File: src/verilog/wbuf_pkg.sv
// word, byte mask and entry types shared by the write buffer RTL and its testbench
package wbuf_pkg;

  // bytes in one data word
  parameter int BytesPerWord = 8;
  // data word width in bits
  parameter int DataW = 64;
  // word address width in bits
  parameter int WordAddrW = 29;

  typedef logic [WordAddrW-1:0]    word_addr_t;
  typedef logic [BytesPerWord-1:0] byte_mask_t;
  typedef logic [DataW-1:0]        data_t;

  // each byte of an entry is in one of four states, as valid/dirty/txblock
  //   000 free
  //   110 written and waiting to be sent
  //   101 part of a write in flight
  //   111 in flight and overwritten since
  //       drops back to 110 when its write returns
  typedef struct packed {
    word_addr_t addr;
    byte_mask_t valid;
    byte_mask_t dirty;
    byte_mask_t txblock;
    data_t      data;
  } wbuf_entry_t;

endpackage

File: src/verilog/wbuf_ifs.sv
// interfaces between the store acceptance, the entry store and the transmit side
`timescale 1ns/10ps

//////////////////////////////////////////////////////////////////////
// fill path, store request into the entry array
//////////////////////////////////////////////////////////////////////

interface wbuf_fill_if #(
  parameter int Depth = 8
);
  localparam int PtrW = $clog2(Depth);

  // entry views for the address match
  wbuf_pkg::byte_mask_t [Depth-1:0] valid;
  wbuf_pkg::word_addr_t [Depth-1:0] addr;
  // one-cycle merge strobe and its payload
  logic                 wr_en;
  logic [PtrW-1:0]      wr_ptr;
  wbuf_pkg::word_addr_t wr_addr;
  wbuf_pkg::byte_mask_t wr_be;
  wbuf_pkg::data_t      wr_data;

  modport store (
    input  wr_en, wr_ptr, wr_addr, wr_be, wr_data,
    output valid, addr
  );
  modport writer (
    input  valid, addr,
    output wr_en, wr_ptr, wr_addr, wr_be, wr_data
  );
endinterface

//////////////////////////////////////////////////////////////////////
// drain path, sends and retires against the entry array
//////////////////////////////////////////////////////////////////////

interface wbuf_drain_if #(
  parameter int Depth = 8
);
  localparam int PtrW = $clog2(Depth);

  wbuf_pkg::wbuf_entry_t [Depth-1:0] entries;
  // accepted memory write
  logic                 send_en;
  logic [PtrW-1:0]      send_ptr;
  wbuf_pkg::byte_mask_t send_be;
  // returned memory write
  logic                 retire_en;
  logic [PtrW-1:0]      retire_ptr;
  wbuf_pkg::byte_mask_t retire_be;

  modport store (
    input  send_en, send_ptr, send_be, retire_en, retire_ptr, retire_be,
    output entries
  );
  modport issuer (
    input  entries,
    output send_en, send_ptr, send_be
  );
  // the slot table records pointer and mask of each accepted write
  modport tracker (
    input  send_ptr, send_be,
    output retire_en, retire_ptr, retire_be
  );
endinterface

File: src/verilog/wbuf_write_accept.sv
// store acceptance, matches the request address and picks the entry that takes its bytes
`timescale 1ns/10ps

module wbuf_write_accept #(
  parameter int Depth = 8
) (
  input  logic                 clk_i,
  input  logic                 rst_ni,
  input  logic                 req_valid_i,
  input  wbuf_pkg::word_addr_t req_addr_i,
  input  wbuf_pkg::byte_mask_t req_be_i,
  input  wbuf_pkg::data_t      req_wdata_i,
  output logic                 req_gnt_o,
  wbuf_fill_if.writer          fill
);
  localparam int PtrW = $clog2(Depth);

  logic [Depth-1:0] hit_oh;
  logic [Depth-1:0] free;
  logic [PtrW-1:0]  hit_ptr;
  logic [PtrW-1:0]  free_ptr;
  logic             hit;

  //////////////////////////////////////////////////////////////////////
  // address match and free entry search
  //////////////////////////////////////////////////////////////////////

  // an entry with no valid byte is free, its stale address is ignored
  for (genvar k = 0; k < Depth; k++) begin : gen_match
    assign free[k]   = ~(|fill.valid[k]);
    assign hit_oh[k] = ~free[k] && (fill.addr[k] == req_addr_i);
  end

  always_comb begin : p_search
    hit_ptr  = '0;
    free_ptr = '0;
    // walk downwards so the lowest free entry wins
    for (int k = Depth-1; k >= 0; k--) begin
      if (free[k])
        free_ptr = PtrW'(k);
    end
    // match is one-hot, OR of the indices encodes it
    for (int k = 0; k < Depth; k++) begin
      if (hit_oh[k])
        hit_ptr = hit_ptr | PtrW'(k);
    end
  end

  assign hit = |hit_oh;

  //////////////////////////////////////////////////////////////////////
  // grant and merge request
  //////////////////////////////////////////////////////////////////////

  // a match always wins over a free entry, so one address never sits twice
  assign req_gnt_o    = req_valid_i && (hit || (|free));
  assign fill.wr_en   = req_gnt_o;
  assign fill.wr_ptr  = hit ? hit_ptr : free_ptr;
  assign fill.wr_addr = req_addr_i;
  assign fill.wr_be   = req_be_i;
  assign fill.wr_data = req_wdata_i;

  // relies on the store never holding one word address in two entries
  a_hit_onehot: assert property (@(posedge clk_i) disable iff (!rst_ni)
    req_valid_i |-> $onehot0(hit_oh))
    else $error("[wbuf] request address matches more than one entry");

endmodule

File: src/verilog/wbuf_entry_store.sv
// entry registers of the write buffer, applies retire, send and merge to the byte states
`timescale 1ns/10ps

module wbuf_entry_store #(
  parameter int Depth = 8
) (
  input  logic          clk_i,
  input  logic          rst_ni,
  wbuf_fill_if.store    fill,
  wbuf_drain_if.store   drain,
  output logic          empty_o
);
  localparam int Bytes = wbuf_pkg::BytesPerWord;
  localparam int ByteW = wbuf_pkg::DataW / Bytes;

  // per-byte state
  wbuf_pkg::byte_mask_t [Depth-1:0] valid_q, valid_d;
  wbuf_pkg::byte_mask_t [Depth-1:0] dirty_q, dirty_d;
  wbuf_pkg::byte_mask_t [Depth-1:0] txblk_q, txblk_d;
  // payload
  wbuf_pkg::word_addr_t [Depth-1:0] addr_q;
  wbuf_pkg::data_t      [Depth-1:0] data_q;

  //////////////////////////////////////////////////////////////////////
  // state update
  //////////////////////////////////////////////////////////////////////

  // send never hits an entry with bytes in flight, and retire only hits those,
  // so the two touch different entries in one cycle
  always_comb begin : p_state
    valid_d = valid_q;
    dirty_d = dirty_q;
    txblk_d = txblk_q;

    // returned write, clean bytes go free and overwritten ones wait again
    if (drain.retire_en) begin
      txblk_d[drain.retire_ptr] = txblk_q[drain.retire_ptr] & ~drain.retire_be;
      valid_d[drain.retire_ptr] = valid_q[drain.retire_ptr] &
                                  ~(drain.retire_be & ~dirty_q[drain.retire_ptr]);
    end

    // accepted write, sent bytes move from dirty to in flight
    if (drain.send_en) begin
      dirty_d[drain.send_ptr] = dirty_q[drain.send_ptr] & ~drain.send_be;
      txblk_d[drain.send_ptr] = txblk_q[drain.send_ptr] | drain.send_be;
    end

    // merge comes last
    // writing an in-flight byte gives 111
    if (fill.wr_en) begin
      valid_d[fill.wr_ptr] = valid_d[fill.wr_ptr] | fill.wr_be;
      dirty_d[fill.wr_ptr] = dirty_d[fill.wr_ptr] | fill.wr_be;
    end
  end

  always_ff @(posedge clk_i or negedge rst_ni) begin : p_state_regs
    if (!rst_ni) begin
      valid_q <= '0;
      dirty_q <= '0;
      txblk_q <= '0;
    end else begin
      valid_q <= valid_d;
      dirty_q <= dirty_d;
      txblk_q <= txblk_d;
    end
  end

  // address and enabled data bytes
  always_ff @(posedge clk_i) begin : p_payload
    if (fill.wr_en) begin
      addr_q[fill.wr_ptr] <= fill.wr_addr;
      for (int b = 0; b < Bytes; b++) begin
        if (fill.wr_be[b])
          data_q[fill.wr_ptr][b*ByteW +: ByteW] <= fill.wr_data[b*ByteW +: ByteW];
      end
    end
  end

  //////////////////////////////////////////////////////////////////////
  // entry views
  //////////////////////////////////////////////////////////////////////

  assign fill.valid = valid_q;
  assign fill.addr  = addr_q;
  assign empty_o    = ~(|valid_q);

  for (genvar k = 0; k < Depth; k++) begin : gen_entry
    assign drain.entries[k] = '{
      addr:    addr_q[k],
      valid:   valid_q[k],
      dirty:   dirty_q[k],
      txblock: txblk_q[k],
      data:    data_q[k]
    };

    // holds only if issuer, tracker and memory keep send and retire paired
    for (genvar b = 0; b < Bytes; b++) begin : gen_byte_chk
      a_byte_state: assert property (@(posedge clk_i) disable iff (!rst_ni)
        {valid_q[k][b], dirty_q[k][b], txblk_q[k][b]}
          inside {3'b000, 3'b110, 3'b101, 3'b111})
        else $error("[wbuf] entry %0d byte %0d in illegal state", k, b);
    end
  end

endmodule

File: src/verilog/wbuf_tx_issue.sv
// transmit side, picks a sendable entry round-robin and drives the memory write request
`timescale 1ns/10ps

module wbuf_tx_issue #(
  parameter int Depth = 8,
  parameter int MaxTx = 4
) (
  input  logic                     clk_i,
  input  logic                     rst_ni,
  wbuf_drain_if.issuer             drain,
  input  logic                     slot_free_i,
  input  logic [$clog2(MaxTx)-1:0] tx_id_i,
  output logic                     send_en_o,
  output logic                     mem_req_o,
  input  logic                     mem_ack_i,
  output wbuf_pkg::word_addr_t     mem_addr_o,
  output wbuf_pkg::byte_mask_t     mem_be_o,
  output wbuf_pkg::data_t          mem_wdata_o,
  output logic [$clog2(MaxTx)-1:0] mem_id_o
);
  localparam int PtrW = $clog2(Depth);

  logic [Depth-1:0] sendable;
  logic [PtrW-1:0]  rr_q;
  logic [PtrW-1:0]  sel_ptr;

  //////////////////////////////////////////////////////////////////////
  // round-robin pick
  //////////////////////////////////////////////////////////////////////

  // no second write to a word while one is in flight
  // the memory may reorder them
  for (genvar k = 0; k < Depth; k++) begin : gen_sendable
    assign sendable[k] = (|drain.entries[k].dirty) && !(|drain.entries[k].txblock);
  end

  // first sendable entry at or after the pointer
  always_comb begin : p_pick
    logic [PtrW-1:0] idx;
    sel_ptr = rr_q;
    for (int i = Depth-1; i >= 0; i--) begin
      idx = rr_q + PtrW'(i);
      if (sendable[idx])
        sel_ptr = idx;
    end
  end

  // a waiting request parks the pointer on its entry
  // that entry stays sendable until its own send
  always_ff @(posedge clk_i or negedge rst_ni) begin : p_rr
    if (!rst_ni) begin
      rr_q <= '0;
    end else if (mem_req_o) begin
      rr_q <= mem_ack_i ? sel_ptr + 1'b1 : sel_ptr;
    end
  end

  //////////////////////////////////////////////////////////////////////
  // memory request
  //////////////////////////////////////////////////////////////////////

  assign mem_req_o   = (|sendable) && slot_free_i;
  assign mem_addr_o  = drain.entries[sel_ptr].addr;
  assign mem_be_o    = drain.entries[sel_ptr].dirty;
  assign mem_wdata_o = drain.entries[sel_ptr].data;
  assign mem_id_o    = tx_id_i;

  assign send_en_o      = mem_req_o && mem_ack_i;
  assign drain.send_en  = send_en_o;
  assign drain.send_ptr = sel_ptr;
  assign drain.send_be  = mem_be_o;

  // address and ID hold while the request waits
  // a merge into the entry may only add bytes, which then go out with this write
  a_req_hold: assert property (@(posedge clk_i) disable iff (!rst_ni)
    mem_req_o && !mem_ack_i |=>
      mem_req_o && $stable(mem_addr_o) && $stable(mem_id_o) &&
      (($past(mem_be_o) & ~mem_be_o) == '0))
    else $error("[wbuf] memory request changed while waiting for ack");

endmodule

File: src/verilog/wbuf_tx_tracker.sv
// transaction slot table and return queue, turns write acknowledgements into entry retires
`timescale 1ns/10ps

module wbuf_tx_tracker #(
  parameter int Depth = 8,
  parameter int MaxTx = 4
) (
  input  logic                     clk_i,
  input  logic                     rst_ni,
  wbuf_drain_if.tracker            drain,
  input  logic                     send_en_i,
  output logic                     slot_free_o,
  output logic [$clog2(MaxTx)-1:0] tx_id_o,
  input  logic                     mem_rtrn_vld_i,
  input  logic [$clog2(MaxTx)-1:0] mem_rtrn_id_i
);
  localparam int PtrW = $clog2(Depth);
  localparam int IdW  = $clog2(MaxTx);

  // slot table, one row per transaction ID
  logic [MaxTx-1:0]                 slot_vld_q, slot_vld_d;
  logic [MaxTx-1:0][PtrW-1:0]       slot_ptr_q;
  wbuf_pkg::byte_mask_t [MaxTx-1:0] slot_be_q;
  logic [IdW-1:0]                   id_q, id_d;

  // return queue, pointers carry one extra wrap bit
  logic [MaxTx-1:0][IdW-1:0] rtrn_mem_q;
  logic [IdW:0]              rtrn_wr_q, rtrn_rd_q;
  logic                      rtrn_empty;
  logic [IdW-1:0]            rtrn_id;

  //////////////////////////////////////////////////////////////////////
  // retire from the queue head
  //////////////////////////////////////////////////////////////////////

  // no more than MaxTx IDs are ever outstanding, so the queue cannot overflow
  assign rtrn_empty = (rtrn_wr_q == rtrn_rd_q);
  assign rtrn_id    = rtrn_mem_q[rtrn_rd_q[IdW-1:0]];

  assign drain.retire_en  = ~rtrn_empty;
  assign drain.retire_ptr = slot_ptr_q[rtrn_id];
  assign drain.retire_be  = slot_be_q[rtrn_id];

  //////////////////////////////////////////////////////////////////////
  // slot allocation and ID choice
  //////////////////////////////////////////////////////////////////////

  always_comb begin : p_slots
    slot_vld_d = slot_vld_q;
    if (!rtrn_empty)
      slot_vld_d[rtrn_id] = 1'b0;
    if (send_en_i)
      slot_vld_d[id_q] = 1'b1;

    // offered ID stays put while its slot is free, so a waiting request keeps it
    // otherwise move to the lowest free slot
    id_d = id_q;
    if (slot_vld_d[id_q]) begin
      for (int i = MaxTx-1; i >= 0; i--) begin
        if (!slot_vld_d[i])
          id_d = IdW'(i);
      end
    end
  end

  assign slot_free_o = ~slot_vld_q[id_q];
  assign tx_id_o     = id_q;

  always_ff @(posedge clk_i or negedge rst_ni) begin : p_ctrl
    if (!rst_ni) begin
      slot_vld_q <= '0;
      id_q       <= '0;
      rtrn_wr_q  <= '0;
      rtrn_rd_q  <= '0;
    end else begin
      slot_vld_q <= slot_vld_d;
      id_q       <= id_d;
      if (mem_rtrn_vld_i)
        rtrn_wr_q <= rtrn_wr_q + 1'b1;
      // one retire per cycle
      if (!rtrn_empty)
        rtrn_rd_q <= rtrn_rd_q + 1'b1;
    end
  end

  always_ff @(posedge clk_i) begin : p_payload
    if (send_en_i) begin
      slot_ptr_q[id_q] <= drain.send_ptr;
      slot_be_q[id_q]  <= drain.send_be;
    end
    if (mem_rtrn_vld_i)
      rtrn_mem_q[rtrn_wr_q[IdW-1:0]] <= mem_rtrn_id_i;
  end

  // the memory only returns IDs that were handed out and not yet retired
  a_rtrn_slot: assert property (@(posedge clk_i) disable iff (!rst_ni)
    mem_rtrn_vld_i |-> slot_vld_q[mem_rtrn_id_i])
    else $error("[wbuf] return for unused transaction ID %0d", mem_rtrn_id_i);

endmodule

File: src/verilog/coal_wbuf.sv
// top level of the coalescing write buffer, store port in and out-of-order memory writes out
`timescale 1ns/10ps

module coal_wbuf #(
  parameter int Depth = 8,
  parameter int MaxTx = 4
) (
  input  logic                     clk_i,
  input  logic                     rst_ni,
  // store port
  input  logic                     req_valid_i,
  input  wbuf_pkg::word_addr_t     req_addr_i,
  input  wbuf_pkg::byte_mask_t     req_be_i,
  input  wbuf_pkg::data_t          req_wdata_i,
  output logic                     req_gnt_o,
  output logic                     empty_o,
  // memory write port
  output logic                     mem_req_o,
  input  logic                     mem_ack_i,
  output wbuf_pkg::word_addr_t     mem_addr_o,
  output wbuf_pkg::byte_mask_t     mem_be_o,
  output wbuf_pkg::data_t          mem_wdata_o,
  output logic [$clog2(MaxTx)-1:0] mem_id_o,
  // write acknowledgements
  input  logic                     mem_rtrn_vld_i,
  input  logic [$clog2(MaxTx)-1:0] mem_rtrn_id_i
);
  logic                     slot_free;
  logic [$clog2(MaxTx)-1:0] tx_id;
  logic                     send_en;

  wbuf_fill_if  #(.Depth(Depth)) fill_if  ();
  wbuf_drain_if #(.Depth(Depth)) drain_if ();

  wbuf_write_accept #(
    .Depth (Depth)
  ) u_write_accept (
    .clk_i       (clk_i),
    .rst_ni      (rst_ni),
    .req_valid_i (req_valid_i),
    .req_addr_i  (req_addr_i),
    .req_be_i    (req_be_i),
    .req_wdata_i (req_wdata_i),
    .req_gnt_o   (req_gnt_o),
    .fill        (fill_if.writer)
  );

  wbuf_entry_store #(
    .Depth (Depth)
  ) u_entry_store (
    .clk_i   (clk_i),
    .rst_ni  (rst_ni),
    .fill    (fill_if.store),
    .drain   (drain_if.store),
    .empty_o (empty_o)
  );

  wbuf_tx_issue #(
    .Depth (Depth),
    .MaxTx (MaxTx)
  ) u_tx_issue (
    .clk_i       (clk_i),
    .rst_ni      (rst_ni),
    .drain       (drain_if.issuer),
    .slot_free_i (slot_free),
    .tx_id_i     (tx_id),
    .send_en_o   (send_en),
    .mem_req_o   (mem_req_o),
    .mem_ack_i   (mem_ack_i),
    .mem_addr_o  (mem_addr_o),
    .mem_be_o    (mem_be_o),
    .mem_wdata_o (mem_wdata_o),
    .mem_id_o    (mem_id_o)
  );

  wbuf_tx_tracker #(
    .Depth (Depth),
    .MaxTx (MaxTx)
  ) u_tx_tracker (
    .clk_i          (clk_i),
    .rst_ni         (rst_ni),
    .drain          (drain_if.tracker),
    .send_en_i      (send_en),
    .slot_free_o    (slot_free),
    .tx_id_o        (tx_id),
    .mem_rtrn_vld_i (mem_rtrn_vld_i),
    .mem_rtrn_id_i  (mem_rtrn_id_i)
  );

endmodule

File: config.mk
export PLATFORM = sky130hd
export DESIGN_NAME = coal_wbuf
export DESIGN_NICKNAME = d
export VERILOG_FILES = /design/src/verilog/wbuf_pkg.sv /design/src/verilog/wbuf_ifs.sv /design/src/verilog/wbuf_write_accept.sv /design/src/verilog/wbuf_entry_store.sv /design/src/verilog/wbuf_tx_issue.sv /design/src/verilog/wbuf_tx_tracker.sv /design/src/verilog/coal_wbuf.sv
export SDC_FILE = /design/constraint.sdc
export NUM_CORES = 2
export LEC_CHECK = 0
export ABC_AREA = 1
export BUFFER_PORTS_ARGS = -buffer_cell sky130_fd_sc_hd__buf_2
export CAP_MARGIN = 25
export CORE_ASPECT_RATIO = 1.5
export CORE_MARGIN = 5
export CORE_UTILIZATION = 55
export DETAILED_ROUTE_END_ITERATION = 6
export HOLD_SLACK_MARGIN = 0.02
export PLACE_DENSITY = 0.72
export RECOVER_POWER = 25
export SLEW_MARGIN = 10
export SYNTH_ARGS = -nofsm -noshare
export SYNTH_HDL_FRONTEND = slang
export SYNTH_SLANG_ARGS = --single-unit
File: constraint.sdc
create_clock -name clk_i -period 4.3 [get_ports clk_i]
set_clock_uncertainty 0.15 [all_clocks]
set_input_delay 0.645 -clock clk_i [delete_from_list [all_inputs] [get_ports clk_i]]
set_output_delay 0.645 -clock clk_i [all_outputs]
set_load 0.005 [all_outputs]
==> flow_summary_export.csv <==
group,metric,value,unit
sta,fin_crit_sh,115.6,%
synthesis,synth_top_area_cell,"edfxtp_1",
cells_and_area,final_core_util,68.91,%
route,dr.pass1.iters,7,
synthesis,synth_area_leaders,"edfxtp_1 48%, dfrtp_1 10%, nand2_1 7.0%",
sta,drv_slew,0,
worst_setup_path,crit_path_max_incr_delay,400,ps
synthesis,synth.most_common_cell,"nand2_1",
route,drt_iter0_drc,5482,
worst_setup_path,slowest_stage,"dfrtp_1",
sta,fmax,201.2,MHz
sta,rsz0062_at_grt,"true",
clock_tree,cts_sinks,1003,
sta,timing.slew.headroom,24.17,%
route,drc,5,
run_status,status,"finished, violations left",
clock_tree,cts_buffers,93,
worst_setup_path,setup.worst_path.end_class,"output port",
grt,grt_overflow,0,
cells_and_area,drive_gt1_share,23.83,%
cells_and_area,multiInputGateArea,0.01911,mm2
synthesis,syn_avg_cell_area,9.661,um2
synthesis,synth_edf_count,796,
run_status,failed_checks,"DRC, setup timing",
route,viasPerCell,6.210,
worst_setup_path,critPathLaunchType,"flip-flop",
worst_setup_path,required,3500,ps
floorplanning,rows,135,
grt,grt_pass1_vias,42960,
placement,dp_hpwl,128100,um
clock_tree,cts_tree,"built",
run,cap_violations,0,
route,via_count,44070,
clock_tree,cts_buffer_depth,3,
cells_and_area,nFillCells,6814,
sta,setup_ws,-670.9,ps
worst_setup_path,cp.arrival,4180,ps
grt,antenna_found_initial,9,
floorplanning,die_h,379.0,um
cells_and_area,area_growth,24.47,%
synthesis,synthCells,5169,
placement,dp_slack,-112.9,ps
synthesis,synth_area,0.04994,mm2
placement,numPortBuffers,213,
floorplanning,die-area,0.09704,mm2
hold_path,hold_class,"in -> reg",
floorplanning,io-pin-count,214,
synthesis,synth_nets,5284,
worst_setup_path,path_class,"reg -> out",
clock_tree,cts_max_level,3,
grt,grt_pass1_wl,270400,um
sta,tns,-53990,ps
clock_tree,root_buffer,"clkbuf_16",
synthesis,async_flop_share,20.64,%
route,routed_wl,189500,um
placement,dpl_cell_area,0.05596,mm2
grt,grt_usage,37.16,%
floorplanning,core,0.09020,mm2
synthesis,synth_cell_types,60,
route,wire_per_inst,26.70,um
clock_tree,clk_latency,710,ps
placement,gp_congestion,1.050,
sta,setup_violations,101,
worst_setup_path,critPathMostFrequentCell,"nand2_2",
cells_and_area,fin_area,0.06216,mm2
cells_and_area,final_nets,5965,
synthesis,ys_ff_latch,1003,
route,ant_nets,0,
floorplanning,initial_core_util,55.36,%
cells_and_area,final-seq-area,0.02909,mm2
floorplanning,die_x,256.0,um
synthesis,seq_area_frac_synth,58.24,%
sta,hold_viol,0,
worst_setup_path,crit_fanout,7,
synthesis,yosysWarnings,0,
sta,fin_crit,4971,ps
synthesis,synth.top_cell.area_share,47.87,%
synthesis,synth.top_cells.by_count,"937 x nand2_1, 796 x edfxtp_1, 657 x nor2_1, 356 x o21ai_0, 342 x inv_1",
grt,grt_max_degree,123,
synthesis,synthFlopType,"edfxtp_1",
sta,tightest_slew,1137,ps
clock_tree,clk_pin_slew,70,ps
==> flip-flops by register name, indices dropped and copies added, names as in the netlist <==
| signal | count |
|---|---|
| u_tx_tracker.slot_be_q | 32 |
| u_tx_tracker.rtrn_mem_q | 8 |
| u_tx_tracker.rtrn_rd_q | 3 |
| u_entry_store.drain.entries | 936 |
| u_tx_tracker.slot_ptr_q | 12 |
| u_tx_issue.rr_q | 3 |
| u_tx_tracker.slot_vld_q | 4 |
| u_tx_tracker.rtrn_wr_q | 3 |
| u_tx_tracker.tx_id_o | 2 |
==> repair_timing <==
item / 4_1_cts / 5_1_grt
pin swaps: 88 / 113
gates resized for setup: 260 / 170
gates cloned: 19 / 12
hold buffers: 5 / 0
endpoints found under the setup margin: 101 / 187
endpoints found under the hold margin: 140 / 0
buffers inserted: 44 / 50
==> routing by layer <==
layer	track usage [%]	vias to the layer above	wire length (um)
li1	-	19310	-
met1	42.07	20960	62290
met2	62.42	2922	90830
met3	7.445	871	18120
met4	28.04	6	18200
met5	0	-	41
==> worst max-delay path: cells and delay by family, from the launching register on <==
family | cells | cell delay, ps
and+or+nand+nor | 16 | 1540
buffers and inverters | 7 | 1000
AOI/OAI and AO/OA | 4 | 490
DFF | 1 | 400
==> path summary, 6_finish.rpt <==
| path | to | start | slack (ps) | cells after the start |
|---|---|---|---|---|
| worst min register to register | u_tx_tracker.rtrn_wr_q[2] | u_tx_tracker.rtrn_wr_q[2] | 340 | 1 |
| max in group asynchronous | u_tx_issue.rr_q[0] | rst_ni | 2580 | 2 |
| min in group asynchronous | u_entry_store.drain.entries[898] | rst_ni | 440 | 2 |
| worst max-delay path | mem_addr_o[26] | u_entry_store.drain.entries[196] | -670 | 27 |
| worst max register to register | u_entry_store.drain.entries[266] | u_entry_store.drain.entries[903] | 90 | 16 |
| worst min-delay path | u_tx_tracker.rtrn_wr_q[0] | mem_rtrn_vld_i | 70 | 2 |
==> placed cells by master (no fill, tap or decap), drive strengths merged, types with 2 or more instances in the layout <==
| cell | netlist | routed |
|---|---|---|
| o21bai | 77 | 77 |
| a22oi | 183 | 183 |
| buf | 194 | 771 |
| a21oi | 138 | 138 |
| a31oi | 91 | 91 |
| or2 | 42 | 42 |
| o21ai | 499 | 499 |
| o221ai | 2 | 2 |
| nor3 | 22 | 22 |
| dlygate4sd3 | 0 | 5 |
| edfxtp | 796 | 796 |
| nand2 | 971 | 971 |
| nor4 | 37 | 37 |
| a221oi | 6 | 6 |
| bufinv | 0 | 8 |
| inv | 412 | 417 |
| nand3b | 6 | 6 |
| and2 | 2 | 2 |
| clkinv | 13 | 48 |
| nor3b | 6 | 6 |
| xnor2 | 97 | 97 |
| nor4b | 3 | 3 |
| diode | 0 | 6 |
| o22ai | 24 | 24 |
| clkbuf | 82 | 202 |
| nand3 | 290 | 290 |
| o211ai | 51 | 51 |
| ha | 7 | 7 |
| o2111ai | 5 | 5 |
| nand4 | 110 | 110 |
| dfrtp | 207 | 207 |
| nor2 | 717 | 717 |
| o22a | 2 | 2 |
| a31o | 3 | 3 |
| clkinvlp | 0 | 7 |
| xor2 | 69 | 69 |
==> final cells by class <==
class | count | share of cell area [%]
inverters | 425 | 2.621
clock buffers | 116 | 3.933
multi-input cells | 3465 | 30.75
clock inverters | 55 | 0.9139
flip-flops and latches | 1003 | 46.80
repair buffers | 862 | 12.62
diodes | 6 | 0.02416
well taps | 1164 | 2.343
==> stage by stage <==
| stage | hold WS (ps) | cells |
|---|---|---|
| floorplan | 199.4 | 5169 |
| global placement | 331.0 | 6797 |
| detailed placement | 334.6 | 6800 |
| CTS | 20.03 | 7036 |
| global route | 67.64 | 7093 |
| finish | 73.24 | 7096 |
==> kinds of logic after synthesis <==
logic type                 synth area share [%]
AOI/OAI and AO/OA                         13.03
xor gates and xnor gates                  2.911
adders and majority gates                0.1754
buffers and inverters                     6.008
DFF                                       58.24
and+or+nand+nor                           19.64
Power is not shown: default switching activity piles up to over one toggle a cycle in this logic, so the estimate is an artifact.
